## config.mk

```make
export PLATFORM = sky130hd
export DESIGN_NAME = lc3b_core
export DESIGN_NICKNAME = d
export VERILOG_FILES = /design/src/hdl/lc3b_pkg.sv /design/src/hdl/lc3b_core.sv /design/src/hdl/lc3b_decode.sv /design/src/hdl/lc3b_execute.sv /design/src/hdl/lc3b_forwarding_controller.sv /design/src/hdl/lc3b_memory.sv /design/src/hdl/lc3b_result.sv
export SDC_FILE = /design/constraint.sdc
export NUM_CORES = 1
export LEC_CHECK = 0
export ABC_AREA = 1
export BUFFER_PORTS_ARGS = -buffer_cell sky130_fd_sc_hd__buf_2
export CORE_MARGIN = 2
export CORE_UTILIZATION = 59
export CTS_BUF_LIST = sky130_fd_sc_hd__clkbuf_8
export DETAILED_ROUTE_END_ITERATION = 10
export GPL_ROUTABILITY_DRIVEN = 0
export PLACE_DENSITY = 0.75
export SYNTH_ARGS = -nofsm -noshare
export SYNTH_HDL_FRONTEND = slang
export SYNTH_SLANG_ARGS = --single-unit
```

## constraint.sdc

```tcl
create_clock -name clk -period 8.2 [get_ports clk]
set_input_delay 1.23 -clock clk [delete_from_list [all_inputs] [get_ports clk]]
set_output_delay 1.23 -clock clk [all_outputs]
set_load 0.1 [all_outputs]
```

## src/hdl/lc3b_pkg.sv

```systemverilog
package lc3b_pkg;

    typedef logic [15:0] lc3b_word;
    typedef logic [2:0]  lc3b_reg;

    // LC-3b opcode field [15:12], only the supported subset
    typedef enum logic [3:0] {
        op_br  = 4'b0000,
        op_add = 4'b0001,
        op_and = 4'b0101,
        op_ldr = 4'b0110,
        op_str = 4'b0111,
        op_not = 4'b1001
    } lc3b_opcode;

    typedef enum logic [1:0] {
        alu_add    = 2'd0,
        alu_and    = 2'd1,
        alu_not    = 2'd2,
        alu_pass_b = 2'd3 // store data routing
    } lc3b_alu_op;

    typedef struct packed {
        lc3b_opcode opcode;
        logic       regfile_load;
        lc3b_reg    regfile_dest;
        logic       requires_sr1;
        logic       requires_sr2;
        lc3b_reg    regfile_sr1;
        lc3b_reg    regfile_sr2; // store source on STR
        lc3b_alu_op alu_op;
        logic       use_imm;
        lc3b_word   imm;
        logic       data_memory_access;
        logic       data_memory_write_enable;
    } lc3b_control_word;

    typedef struct packed {
        logic active;
        logic barrier_IF_ID_stall;
        logic barrier_ID_EX_stall;
        logic barrier_EX_MEM_reset;
        logic barrier_ID_EX_force_sr1_load;
        logic barrier_ID_EX_force_sr2_load;
    } lc3b_pipeline_control_word;

    typedef enum logic [1:0] {
        lc3b_forward_EX_mux_sel_pass                  = 2'd0,
        lc3b_forward_EX_mux_sel_stage_MEM_regfile_data = 2'd1,
        lc3b_forward_EX_mux_sel_stage_WB_regfile_data  = 2'd2
    } lc3b_forward_EX_mux_sel;

    typedef enum logic {
        lc3b_forward_ID_mux_sel_pass                 = 1'b0,
        lc3b_forward_ID_mux_sel_stage_WB_regfile_data = 1'b1
    } lc3b_forward_ID_mux_sel;

endpackage

```

## src/hdl/lc3b_core.sv

```systemverilog
`timescale 1ns/1ps

module lc3b_core #(
    parameter int DMEM_WORDS = 16
) (
    input  logic               clk,
    input  logic               arst_n,
    input  logic               instr_valid,
    input  lc3b_pkg::lc3b_word instr,
    output logic               instr_ready,
    output logic               wb_valid,
    output lc3b_pkg::lc3b_reg  wb_dest,
    output lc3b_pkg::lc3b_word wb_data
);

    lc3b_pkg::lc3b_control_word          id_ex_control;
    lc3b_pkg::lc3b_control_word          ex_mem_control;
    lc3b_pkg::lc3b_control_word          mem_wb_control;
    lc3b_pkg::lc3b_word                  id_ex_sr1_data;
    lc3b_pkg::lc3b_word                  id_ex_sr2_data;
    lc3b_pkg::lc3b_word                  mem_result;
    lc3b_pkg::lc3b_word                  mem_store_data;
    lc3b_pkg::lc3b_word                  load_data;
    lc3b_pkg::lc3b_pipeline_control_word pipe_ctrl;
    lc3b_pkg::lc3b_forward_ID_mux_sel    fwd_id_a;
    lc3b_pkg::lc3b_forward_ID_mux_sel    fwd_id_b;
    lc3b_pkg::lc3b_forward_EX_mux_sel    fwd_ex_a;
    lc3b_pkg::lc3b_forward_EX_mux_sel    fwd_ex_b;

    lc3b_decode u_decode (
        .clk(clk), .arst_n(arst_n),
        .instr_valid(instr_valid), .instr(instr), .instr_ready(instr_ready),
        .pipe_ctrl(pipe_ctrl),
        .forward_ID_A_mux_sel(fwd_id_a), .forward_ID_B_mux_sel(fwd_id_b),
        .wb_valid(wb_valid), .wb_dest(wb_dest), .wb_data(wb_data),
        .id_ex_control(id_ex_control),
        .id_ex_sr1_data(id_ex_sr1_data), .id_ex_sr2_data(id_ex_sr2_data)
    );

    lc3b_forwarding_controller u_fwd (
        .barrier_ID_EX_control(id_ex_control),
        .barrier_EX_MEM_control(ex_mem_control),
        .barrier_MEM_WB_control(mem_wb_control),
        .forward_ID_A_mux_sel(fwd_id_a), .forward_ID_B_mux_sel(fwd_id_b),
        .forward_EX_A_mux_sel(fwd_ex_a), .forward_EX_B_mux_sel(fwd_ex_b),
        .pipeline_control_request(pipe_ctrl)
    );

    lc3b_execute #(.DMEM_WORDS(DMEM_WORDS)) u_execute (
        .clk(clk), .arst_n(arst_n),
        .id_ex_control(id_ex_control),
        .id_ex_sr1_data(id_ex_sr1_data), .id_ex_sr2_data(id_ex_sr2_data),
        .forward_EX_A_mux_sel(fwd_ex_a), .forward_EX_B_mux_sel(fwd_ex_b),
        .barrier_EX_MEM_reset(pipe_ctrl.barrier_EX_MEM_reset),
        .wb_data(wb_data),
        .ex_mem_control(ex_mem_control),
        .mem_result(mem_result), .mem_store_data(mem_store_data)
    );

    lc3b_memory #(.DMEM_WORDS(DMEM_WORDS)) u_memory (
        .clk(clk), .arst_n(arst_n),
        .ex_mem_control(ex_mem_control),
        .mem_result(mem_result), .mem_store_data(mem_store_data),
        .load_data(load_data)
    );

    lc3b_result u_result (
        .clk(clk), .arst_n(arst_n),
        .ex_mem_control(ex_mem_control),
        .mem_result(mem_result), .load_data(load_data),
        .mem_wb_control(mem_wb_control),
        .wb_valid(wb_valid), .wb_dest(wb_dest), .wb_data(wb_data)
    );

endmodule

```

## src/hdl/lc3b_decode.sv

```systemverilog
`timescale 1ns/1ps

module lc3b_decode (
    input  logic                               clk,
    input  logic                               arst_n,
    input  logic                               instr_valid,
    input  lc3b_pkg::lc3b_word                 instr,
    output logic                               instr_ready,
    input  lc3b_pkg::lc3b_pipeline_control_word pipe_ctrl,
    input  lc3b_pkg::lc3b_forward_ID_mux_sel   forward_ID_A_mux_sel,
    input  lc3b_pkg::lc3b_forward_ID_mux_sel   forward_ID_B_mux_sel,
    input  logic                               wb_valid,
    input  lc3b_pkg::lc3b_reg                  wb_dest,
    input  lc3b_pkg::lc3b_word                 wb_data,
    output lc3b_pkg::lc3b_control_word         id_ex_control,
    output lc3b_pkg::lc3b_word                 id_ex_sr1_data,
    output lc3b_pkg::lc3b_word                 id_ex_sr2_data
);

    lc3b_pkg::lc3b_word         regs [8];
    lc3b_pkg::lc3b_control_word ctrl_d;
    lc3b_pkg::lc3b_word         sr1_d;
    lc3b_pkg::lc3b_word         sr2_d;
    logic                       accept;
    logic                       hold;

    // write-first read
    function automatic lc3b_pkg::lc3b_word rf_read(lc3b_pkg::lc3b_reg idx);
        rf_read = (wb_valid && wb_dest == idx) ? wb_data : regs[idx];
    endfunction

    assign instr_ready = ~pipe_ctrl.barrier_IF_ID_stall;
    assign accept      = instr_valid & instr_ready;
    assign hold        = pipe_ctrl.active & pipe_ctrl.barrier_ID_EX_stall;

    always_comb begin
        ctrl_d             = '0;
        ctrl_d.opcode      = lc3b_pkg::lc3b_opcode'(instr[15:12]);
        ctrl_d.regfile_dest = instr[11:9];
        ctrl_d.regfile_sr1 = instr[8:6];
        ctrl_d.regfile_sr2 = instr[2:0];
        ctrl_d.imm         = {{11{instr[4]}}, instr[4:0]}; // imm5
        case (ctrl_d.opcode)
            lc3b_pkg::op_add, lc3b_pkg::op_and: begin
                ctrl_d.regfile_load = 1'b1;
                ctrl_d.requires_sr1 = 1'b1;
                ctrl_d.requires_sr2 = ~instr[5];
                ctrl_d.use_imm      = instr[5];
                ctrl_d.alu_op = (ctrl_d.opcode == lc3b_pkg::op_add) ?
                                lc3b_pkg::alu_add : lc3b_pkg::alu_and;
            end
            lc3b_pkg::op_not: begin
                ctrl_d.regfile_load = 1'b1;
                ctrl_d.requires_sr1 = 1'b1;
                ctrl_d.alu_op       = lc3b_pkg::alu_not;
            end
            lc3b_pkg::op_ldr, lc3b_pkg::op_str: begin
                ctrl_d.imm                = {{10{instr[5]}}, instr[5:0]}; // offset6
                ctrl_d.requires_sr1       = 1'b1;
                ctrl_d.data_memory_access = 1'b1;
                if (ctrl_d.opcode == lc3b_pkg::op_str) begin
                    ctrl_d.regfile_sr2              = instr[11:9];
                    ctrl_d.requires_sr2             = 1'b1;
                    ctrl_d.alu_op                   = lc3b_pkg::alu_pass_b;
                    ctrl_d.data_memory_write_enable = 1'b1;
                end else begin
                    ctrl_d.regfile_load = 1'b1;
                    ctrl_d.use_imm      = 1'b1;
                end
            end
            lc3b_pkg::op_br: ; // no-op
            default: ;
        endcase
    end

    always_comb begin
        sr1_d = (forward_ID_A_mux_sel == lc3b_pkg::lc3b_forward_ID_mux_sel_stage_WB_regfile_data)
                ? wb_data : rf_read(ctrl_d.regfile_sr1);
        sr2_d = (forward_ID_B_mux_sel == lc3b_pkg::lc3b_forward_ID_mux_sel_stage_WB_regfile_data)
                ? wb_data : rf_read(ctrl_d.regfile_sr2);
    end

    always_ff @(posedge clk or negedge arst_n) begin
        if (!arst_n) begin
            for (int i = 0; i < 8; i++) begin
                regs[i] <= '0;
            end
        end else if (wb_valid) begin
            regs[wb_dest] <= wb_data;
        end
    end

    always_ff @(posedge clk or negedge arst_n) begin
        if (!arst_n) begin
            id_ex_control <= '0;
        end else if (!hold) begin
            id_ex_control <= accept ? ctrl_d : '0; // bubble when idle
        end
    end

    always_ff @(posedge clk) begin
        if (!hold || pipe_ctrl.barrier_ID_EX_force_sr1_load) begin
            id_ex_sr1_data <= sr1_d;
        end
        if (!hold || pipe_ctrl.barrier_ID_EX_force_sr2_load) begin
            id_ex_sr2_data <= sr2_d;
        end
    end

endmodule

```

## src/hdl/lc3b_execute.sv

```systemverilog
`timescale 1ns/1ps

module lc3b_execute #(
    parameter int DMEM_WORDS = 16
) (
    input  logic                            clk,
    input  logic                            arst_n,
    input  lc3b_pkg::lc3b_control_word      id_ex_control,
    input  lc3b_pkg::lc3b_word              id_ex_sr1_data,
    input  lc3b_pkg::lc3b_word              id_ex_sr2_data,
    input  lc3b_pkg::lc3b_forward_EX_mux_sel forward_EX_A_mux_sel,
    input  lc3b_pkg::lc3b_forward_EX_mux_sel forward_EX_B_mux_sel,
    input  logic                            barrier_EX_MEM_reset,
    input  lc3b_pkg::lc3b_word              wb_data,
    output lc3b_pkg::lc3b_control_word      ex_mem_control,
    output lc3b_pkg::lc3b_word              mem_result,
    output lc3b_pkg::lc3b_word              mem_store_data
);

    lc3b_pkg::lc3b_word op_a;
    lc3b_pkg::lc3b_word op_b;
    lc3b_pkg::lc3b_word alu_b;
    lc3b_pkg::lc3b_word alu_out;
    lc3b_pkg::lc3b_word addr_sum;
    lc3b_pkg::lc3b_word ex_result;

    function automatic lc3b_pkg::lc3b_word fwd_pick(lc3b_pkg::lc3b_forward_EX_mux_sel sel,
                                                    lc3b_pkg::lc3b_word id_val);
        case (sel)
            lc3b_pkg::lc3b_forward_EX_mux_sel_stage_MEM_regfile_data: fwd_pick = mem_result;
            lc3b_pkg::lc3b_forward_EX_mux_sel_stage_WB_regfile_data:  fwd_pick = wb_data;
            default:                                                  fwd_pick = id_val;
        endcase
    endfunction

    always_comb begin
        op_a = fwd_pick(forward_EX_A_mux_sel, id_ex_sr1_data);
        op_b = fwd_pick(forward_EX_B_mux_sel, id_ex_sr2_data);
    end

    assign alu_b = id_ex_control.use_imm ? id_ex_control.imm : op_b;

    always_comb begin
        case (id_ex_control.alu_op)
            lc3b_pkg::alu_add: alu_out = op_a + alu_b;
            lc3b_pkg::alu_and: alu_out = op_a & alu_b;
            lc3b_pkg::alu_not: alu_out = ~op_a;
            default:           alu_out = alu_b; // STR source
        endcase
    end

    assign addr_sum  = op_a + id_ex_control.imm;
    assign ex_result = id_ex_control.data_memory_access ?
                       lc3b_pkg::lc3b_word'(addr_sum % DMEM_WORDS) : alu_out;

    always_ff @(posedge clk or negedge arst_n) begin
        if (!arst_n) begin
            ex_mem_control <= '0;
        end else begin
            ex_mem_control <= barrier_EX_MEM_reset ? '0 : id_ex_control;
        end
    end

    always_ff @(posedge clk) begin
        mem_result     <= ex_result;
        mem_store_data <= alu_out;
    end

endmodule

```

## src/hdl/lc3b_forwarding_controller.sv

```systemverilog
`timescale 1ns/1ps

module lc3b_forwarding_controller (
    input  lc3b_pkg::lc3b_control_word          barrier_ID_EX_control,
    input  lc3b_pkg::lc3b_control_word          barrier_EX_MEM_control,
    input  lc3b_pkg::lc3b_control_word          barrier_MEM_WB_control,
    output lc3b_pkg::lc3b_forward_ID_mux_sel    forward_ID_A_mux_sel,
    output lc3b_pkg::lc3b_forward_ID_mux_sel    forward_ID_B_mux_sel,
    output lc3b_pkg::lc3b_forward_EX_mux_sel    forward_EX_A_mux_sel,
    output lc3b_pkg::lc3b_forward_EX_mux_sel    forward_EX_B_mux_sel,
    output lc3b_pkg::lc3b_pipeline_control_word pipeline_control_request
);

    logic ex_mem_sr1;
    logic ex_mem_sr2;
    logic mem_wb_sr1;
    logic mem_wb_sr2;
    logic ex_mem_is_load;

    assign ex_mem_sr1 = barrier_EX_MEM_control.regfile_load &
                        barrier_ID_EX_control.requires_sr1 &
                        (barrier_ID_EX_control.regfile_sr1 == barrier_EX_MEM_control.regfile_dest);
    assign ex_mem_sr2 = barrier_EX_MEM_control.regfile_load &
                        barrier_ID_EX_control.requires_sr2 &
                        (barrier_ID_EX_control.regfile_sr2 == barrier_EX_MEM_control.regfile_dest);
    assign mem_wb_sr1 = barrier_MEM_WB_control.regfile_load &
                        barrier_ID_EX_control.requires_sr1 &
                        (barrier_ID_EX_control.regfile_sr1 == barrier_MEM_WB_control.regfile_dest);
    assign mem_wb_sr2 = barrier_MEM_WB_control.regfile_load &
                        barrier_ID_EX_control.requires_sr2 &
                        (barrier_ID_EX_control.regfile_sr2 == barrier_MEM_WB_control.regfile_dest);

    assign ex_mem_is_load = barrier_EX_MEM_control.data_memory_access &
                            ~barrier_EX_MEM_control.data_memory_write_enable;

    always_comb begin
        pipeline_control_request = '0;
        forward_ID_A_mux_sel     = lc3b_pkg::lc3b_forward_ID_mux_sel_pass;
        forward_ID_B_mux_sel     = lc3b_pkg::lc3b_forward_ID_mux_sel_pass;
        forward_EX_A_mux_sel     = lc3b_pkg::lc3b_forward_EX_mux_sel_pass;
        forward_EX_B_mux_sel     = lc3b_pkg::lc3b_forward_EX_mux_sel_pass;

        // nearest producer wins
        if (ex_mem_sr1) begin
            forward_EX_A_mux_sel = lc3b_pkg::lc3b_forward_EX_mux_sel_stage_MEM_regfile_data;
        end else if (mem_wb_sr1) begin
            forward_EX_A_mux_sel = lc3b_pkg::lc3b_forward_EX_mux_sel_stage_WB_regfile_data;
        end

        if (ex_mem_sr2) begin
            forward_EX_B_mux_sel = lc3b_pkg::lc3b_forward_EX_mux_sel_stage_MEM_regfile_data;
        end else if (mem_wb_sr2) begin
            forward_EX_B_mux_sel = lc3b_pkg::lc3b_forward_EX_mux_sel_stage_WB_regfile_data;
        end

        // load data not ready until MEM_WB
        if (ex_mem_is_load && (ex_mem_sr1 || ex_mem_sr2)) begin
            pipeline_control_request.active               = 1'b1;
            pipeline_control_request.barrier_IF_ID_stall  = 1'b1;
            pipeline_control_request.barrier_ID_EX_stall  = 1'b1;
            pipeline_control_request.barrier_EX_MEM_reset = 1'b1;

            // retiring value would be lost while ID_EX holds
            if (mem_wb_sr1) begin
                pipeline_control_request.barrier_ID_EX_force_sr1_load = 1'b1;
                forward_ID_A_mux_sel = lc3b_pkg::lc3b_forward_ID_mux_sel_stage_WB_regfile_data;
            end
            if (mem_wb_sr2) begin
                pipeline_control_request.barrier_ID_EX_force_sr2_load = 1'b1;
                forward_ID_B_mux_sel = lc3b_pkg::lc3b_forward_ID_mux_sel_stage_WB_regfile_data;
            end
        end
    end

endmodule

```

## src/hdl/lc3b_memory.sv

```systemverilog
`timescale 1ns/1ps

module lc3b_memory #(
    parameter int DMEM_WORDS = 16
) (
    input  logic                       clk,
    input  logic                       arst_n,
    input  lc3b_pkg::lc3b_control_word ex_mem_control,
    input  lc3b_pkg::lc3b_word         mem_result,
    input  lc3b_pkg::lc3b_word         mem_store_data,
    output lc3b_pkg::lc3b_word         load_data
);

    localparam int AW = $clog2(DMEM_WORDS);

    lc3b_pkg::lc3b_word dmem [DMEM_WORDS];
    logic [AW-1:0]      idx;
    logic               wr_en;

    assign idx   = mem_result[AW-1:0]; // already reduced in EX
    assign wr_en = ex_mem_control.data_memory_access & ex_mem_control.data_memory_write_enable;

    always_ff @(posedge clk or negedge arst_n) begin
        if (!arst_n) begin
            for (int i = 0; i < DMEM_WORDS; i++) begin
                dmem[i] <= '0;
            end
        end else if (wr_en) begin
            dmem[idx] <= mem_store_data;
        end
    end

    assign load_data = dmem[idx];

endmodule

```

## src/hdl/lc3b_result.sv

```systemverilog
`timescale 1ns/1ps

module lc3b_result (
    input  logic                       clk,
    input  logic                       arst_n,
    input  lc3b_pkg::lc3b_control_word ex_mem_control,
    input  lc3b_pkg::lc3b_word         mem_result,
    input  lc3b_pkg::lc3b_word         load_data,
    output lc3b_pkg::lc3b_control_word mem_wb_control,
    output logic                       wb_valid,
    output lc3b_pkg::lc3b_reg          wb_dest,
    output lc3b_pkg::lc3b_word         wb_data
);

    lc3b_pkg::lc3b_word mem_wb_data;
    logic               is_load;

    assign is_load = ex_mem_control.data_memory_access & ~ex_mem_control.data_memory_write_enable;

    always_ff @(posedge clk or negedge arst_n) begin
        if (!arst_n) begin
            mem_wb_control <= '0;
        end else begin
            mem_wb_control <= ex_mem_control;
        end
    end

    always_ff @(posedge clk) begin
        mem_wb_data <= is_load ? load_data : mem_result;
    end

    assign wb_valid = mem_wb_control.regfile_load;
    assign wb_dest  = mem_wb_control.regfile_dest;
    assign wb_data  = mem_wb_data;

endmodule

```

### Word-level counts from Yosys, hierarchy flattened

Index checks and enable logic that the tools add are counted.

* register bits: 507
* input bits: 19
* output and inout bits: 21
* word-level logic and storage cells: 154

* add/subtract/negate cells: 2
* $lt $le $gt $ge: 6
* equal/unequal tests: 17
* mux-type cells: 47
* bitwise gates (word level): 21
* reduce and logical (&&, ||, !) cells: 14

Operators with widths (count)
* $bwmux 256: 1
* $mux 16: 14
* $bwmux 128: 1
* $bmux 16 s3: 2
* $bmux 16 s4: 1
* $demux 16 s4: 1
* $pmux 16 s2: 2
* $demux 16 s3: 1
* $pmux 16 s3: 1
* $mux 37: 1
* $mux 33: 1
* $eq 3x3->1: 6
* $mux 18: 1
* $add 16x16->16: 1
* $and 16x16->16: 1
* $not 16->16: 1
* $and 1x1->1: 12
* $eq 4x3->1 const B: 3
* $ge 4x4->1 const B: 3
* $not 3->4: 3
* $mux 1: 8
* $mux 2: 4
* $eq 2x1->1 const B: 3
* $eq 2x2->1 const B: 3
* 21 further kinds: 32

### Longest topological paths before layout

* depth after elaboration: 10
* gate-level depth with buffers: 25
* gate-level depth less buffers: 24

### By module

A second synthesis with hierarchy kept.

* cell total of the unflattened synthesis: 3800
* area total of the unflattened synthesis: 28354.7 um2

By module, submodules not included
* lc3b_memory: instances 1, cells an instance 1648, area an instance 12019.0 um2, seq. area each 6406.1 um2
* lc3b_decode: instances 1, cells an instance 1286, area an instance 9814.4 um2, seq. area each 4839.6 um2
* lc3b_execute: instances 1, cells an instance 680, area an instance 4648.2 um2, seq. area each 1566.5 um2
* lc3b_result: instances 1, cells an instance 111, area an instance 1554.0 um2, seq. area each 1246.2 um2
* lc3b_forwarding_controller: instances 1, cells an instance 75, area an instance 319.1 um2, seq. area each 0.0 um2

### Least setup slack after synthesis

No wires, ideal clock.

* path type: register -> register
* start: register u_result.wb_dest[0] (netlist name)
* end: register u_execute.mem_result[14]
* setup time: 0.129 ns
* data arrival time: 3.796 ns
* required time: 8.071 ns
* setup slack: 4.275 ns
* stages on the path, launching flop included: 25
* path buffers: 1
* clock period less this slack: 3.925 ns
* cells stage by stage: dfrtp_1 buf_4 inv_1 nand2_1 nand3_2 inv_1 nand2_1 nor2_1 inv_1 o21ai_1 o21ai_0 inv_1 ha_1 inv_1 fa_1 o21ai_0 nand3_1 nand2_1 nand3_1 nand2_1 nand2_1 nand3_1 nand2_1 nand2_1 nor2_1

* cells in the longest elaborated chain, start to end: 9
* elaborated cells between the ends (all ways): 19
* classes of those cells: add/sub: 1; eq/ne: 6; mux: 8; bitwise: 4

Ends and longest elaborated chain
* $eq 3x3->1: line lc3b_forwarding_controller.sv:31 `(barrier_ID_EX_control.regfile_sr2 == barrier_MEM_WB_control.regfile_dest);`
* $and 1x1->1: line lc3b_forwarding_controller.sv:30 `barrier_ID_EX_control.requires_sr2 &`
* $mux 2: line lc3b_forwarding_controller.sv:52 `end else if (mem_wb_sr2) begin`
* $mux 2: line lc3b_forwarding_controller.sv:50 `if (ex_mem_sr2) begin`
* $eq 2x2->1 or $eq 2x1->1 (tied branches): line lc3b_execute.sv:29 `case (sel)`
* $pmux 16 s2: line lc3b_execute.sv:29
* $mux 16: line lc3b_execute.sv:41 `assign alu_b = id_ex_control.use_imm ? id_ex_control.imm : op_b;`
* $add 16x16->16 or $and 16x16->16 (tied branches): line lc3b_execute.sv:45, lc3b_execute.sv:46
* $pmux 16 s3 *: line lc3b_execute.sv:44 `case (id_ex_control.alu_op)`
* end signal: assignment: line lc3b_execute.sv:65 `mem_result <= ex_result;`
* end: declaration: line lc3b_execute.sv:16 `output lc3b_pkg::lc3b_word mem_result,`

Every way passes the cells marked *; elsewhere a longest branch is shown, timed or not.
A chain may end at the register's enable or synchronous reset.

### Worst setup path after layout

* start: register u_execute.ex_mem_control[31] (netlist name)
* end: register u_execute.mem_result[14]

* cells in the longest elaborated chain, start to end: 8
* elaborated cells between the ends (all ways): 17
* classes of those cells: add/sub: 1; eq/ne: 6; mux: 6; bitwise: 4

Ends and longest elaborated chain
* $eq 3x3->1: line lc3b_forwarding_controller.sv:25 `(barrier_ID_EX_control.regfile_sr2 == barrier_EX_MEM_control.regfile_dest);`
* $and 1x1->1: line lc3b_forwarding_controller.sv:24 `barrier_ID_EX_control.requires_sr2 &`
* $mux 2: line lc3b_forwarding_controller.sv:50
* $eq 2x2->1 or $eq 2x1->1 (tied branches): line lc3b_execute.sv:29
* $pmux 16 s2: line lc3b_execute.sv:29
* $mux 16: line lc3b_execute.sv:41
* $add 16x16->16 or $and 16x16->16 (tied branches): line lc3b_execute.sv:45, lc3b_execute.sv:46
* $pmux 16 s3 *: line lc3b_execute.sv:44

Marks and branches as above.

==> flow_summary.ini <==
[cells_and_area]
final_core_util = 0.6445
nNetsFinal = 2943
drive_gt1_frac = 0.09253
antenna_cells = 0
area_growth_pct = 8.319
final_cell_area_mm2 = 0.02620
layoutNonFillerInstCount = 3504
fillers = 3412

[placement]
dp_cells = 3351
place_area_mm2 = 0.02455
dp_worst_setup_slack_ps = 3468
place.port_buffers = 39
dp_hpwl_um = 44810

[power_and_ir_drop]
power_density_mw_per_mm2 = 270.1
peakVddDrop_mv = 0.2208
p_leak_nw = 12.05

[cts]
cts_sinks = 497
cts_buffers = 82
path_clk_slew_ps = 60
post-cts-setup-buffer-count = 0
clockRootBuffer = clkbuf_8
cts_tree = yes
clock_path_buffers = 3
htreeDepth = 3
clk-insertion-delay-late_ps = 670
postCtsResizedCells = 0
cts_hold_buffers = 0

[route]
postRouteAntennaNets = 0
routed_via_density = 6.305
firstDrtPassIters = 9
drt_wl_total_um = 72990
wl_per_cell_um = 20.83
vias = 22090
drc_errors = 0
drt_iter0_drc = 2718

[setup_path]
arrival_ps = 4990
crit_chain = inv_1 > nand2_1 > nand2_1 > nor2_1 > nand2_1 > nand2_2 > inv_1 > a221oi_1 > inv_1 > fa_1 > o21ai_0 > nand3_1 > nand2_1 > nand3_1 > nand2_1 > nand2_1 > nand3_1 > nand2_1 > nand2_1 > nor2_1
cp-start-kind = register
slowest_stage = a221oi_1
reg2regPathDepth = 20
end_kind = register
cp.required_ps = 8710
crit_buf_inv = 3
rr_endpoint = u_execute.mem_result[14]$_SDFF_PP0_
critPathTopFamily = simple AND/OR/NAND/NOR gates
r2r_slack_ps = 3730
cp_max_fo = 20
cp_common_cell = nand2_1
r2r_start = u_execute.ex_mem_control[31]$_DFF_PN0_
critPathKind = register to register
max_stage_delay_ps = 760

[logic_synthesis]
synth-main-ff-cell = dfrtp_1
synth_area_mm2 = 0.02418
syn_nets = 3003
synth.ff_latch_count = 497
synth_top_area_frac = 0.4315
yosysUniqueCellTypes = 54
synthCells = 2963
synth_edf_count = 32
syn_avg_cell_area_um2 = 8.162
async_flop_share = 0.8390
synth_area_leaders = dfrtp_1 43%, o21ai_0 11%, nand2_1 9.2%
ys_seq_area_frac = 0.5109
yosys.area.top_type = dfrtp_1
synth_warnings = 0

[grt]
antenna_found_initial = 0
grt_use_total = 0.3481
grt_pass1_wl_um = 115000
grt.overflow.total = 0
grt_max_degree = 165
grt_pass1_vias = 21330

[sta]
period_minus_slack_ps = 4474
tightest_slew_ps = 1229
rsz0062_at_grt = no
worst_slack_ps = 3726
final.setup.tns_ps = 0
finClkSkew_ps = 21.75
fin_crit_sh = 0.5456
hold_violations = 0
drv_slew = 0
fmax_ghz = 0.2235
setup_viol = 0
relSlewSlack = 0.1786

[floorplan]
dieArea_mm2 = 0.04263
io_pins = 40
num_rows = 74
die_w_um = 206.5
die_h_um = 206.5
start_util = 0.5950
coreArea_mm2 = 0.04065

[min_path]
worstHoldStart = u_execute.ex_mem_control[32]$_DFF_PN0_
holdPathStages = 0
whs_endpoint = u_result.wb_valid$_DFF_PN0_
hold_path.class = register to register

[status]
status = finished, final reports clean

[run]
drv_cap = 0
-- flip-flops by register name, summed over array words and instances, names as in the netlist --
signal / count
u_decode.id_ex_sr1_data: 16
u_decode.regs: 128
u_decode.id_ex_sr2_data: 16
u_result.wb_valid: 1
u_result.wb_dest: 3
u_result.wb_data: 16
u_decode.id_ex_control: 23
u_execute.mem_store_data: 16
u_memory.dmem: 256
u_execute.mem_result: 16
u_execute.ex_mem_control: 6
-- where the power goes --
group          total, mW  internal [mW]  switching (mW)
registers           3.15           2.79           0.352
clock network       2.16           1.15            1.01
logic               1.77          0.410            1.36
-- worst reg2reg max path, stage by stage (launching register included) --
cell and delay (ps):
dfrtp_1 410, inv_1 80, nand2_1 60, nand2_1 50, nor2_1 120, nand2_1 470
nand2_2 340, inv_1 230, a221oi_1 760, inv_1 140, fa_1 430, o21ai_0 460
nand3_1 130, nand2_1 150, nand3_1 110, nand2_1 80, nand2_1 50, nand3_1 70
nand2_1 60, nand2_1 70, nor2_1 50
-- worst max-delay path by stage --
stage | startpoint | to | cells past startpoint
after floorplan | u_result.wb_dest[0]$_DFF_PN0_ | u_execute.mem_result[14]$_SDFF_PP0_ | 24
after global placement | instr[15] | u_decode.id_ex_sr2_data[15]$_DFFE_PP_ | 13
after detailed placement | instr[15] | u_decode.id_ex_sr2_data[15]$_DFFE_PP_ | 13
after CTS | u_execute.ex_mem_control[31]$_DFF_PN0_ | instr_ready | 8
after global routing | u_execute.ex_mem_control[31]$_DFF_PN0_ | u_execute.mem_result[14]$_SDFF_PP0_ | 19
final | u_execute.ex_mem_control[31]$_DFF_PN0_ | u_execute.mem_result[14]$_SDFF_PP0_ | 20
-- cell families (layout without fill, tap and decap cells) --
| logic type | count (synthesis) | in the layout | share of synthesized area |
|---|---|---|---|
| compound gates | 893 | 893 | 0.2089 |
| xor+xnor | 5 | 5 | 0.001811 |
| fa+ha+maj | 21 | 21 | 0.01149 |
| buf+inv | 384 | 393 | 0.06089 |
| flops | 497 | 497 | 0.5109 |
| simple gates | 1163 | 1163 | 0.2060 |
-- cell type report --
class	instances	area, um2	area share
repair buffers	81	533.0	0.02035
flip-flops and latches	497	12360	0.4719
well taps	532	665.6	0.02541
inverters	159	596.8	0.02278
clock inverters	52	255.2	0.009744
multi-input cells	2082	10390	0.3968
clock buffers	101	1390	0.05306
-- through the flow --
| step | total power [mW] | hold slack (ps) |
|---|---|---|
| final | 7.075 | 420.7 |
| after global routing | 7.393 | 426.5 |
| after CTS | 7.042 | 417.3 |
| after detailed placement | 4.896 | 394.7 |
| after global placement | 4.853 | 384.4 |
| after floorplan | 4.277 | 374.0 |
-- Yosys cell counts (15+ instances only) --
library cell / number
a211oi_1: 17
a21oi_1: 91
a22oi_1: 73
a31oi_1: 15
clkbuf_1: 208
dfrtp_1: 417
dfxtp_1: 48
edfxtp_1: 32
ha_1: 19
inv_1: 148
nand2_1: 594
nand3_1: 248
nor2_1: 250
o21ai_0: 547
o22ai_1: 84
-- cell usage in the layout, fill, tap and decap left out, drive strengths merged, types with 15 or more instances in the layout --
cell    synthesis  final
a22oi          73     73
a31oi          15     15
clkbuf        208    101
nor2          270    270
o21ai         558    558
o22ai          84     84
nand3         261    261
a21oi          94     94
nand2         609    609
dfrtp         417    417
inv           159    197
buf            17     81
ha             19     19
a211oi         17     17
edfxtp         32     32
dfxtp          48     48
-- routing by layer --
metal  up-vias  share of wire  track usage  wire (um)
met1     10470           0.39       0.4538      28380
li1      10020              -            -          -
met4         0          0.050       0.1827       3617
met5         -              0            0          0
met3       287          0.099      0.06875       7238
met2      1318           0.46       0.5522      33760
Note: power is estimated with default switching activity, not from simulation.
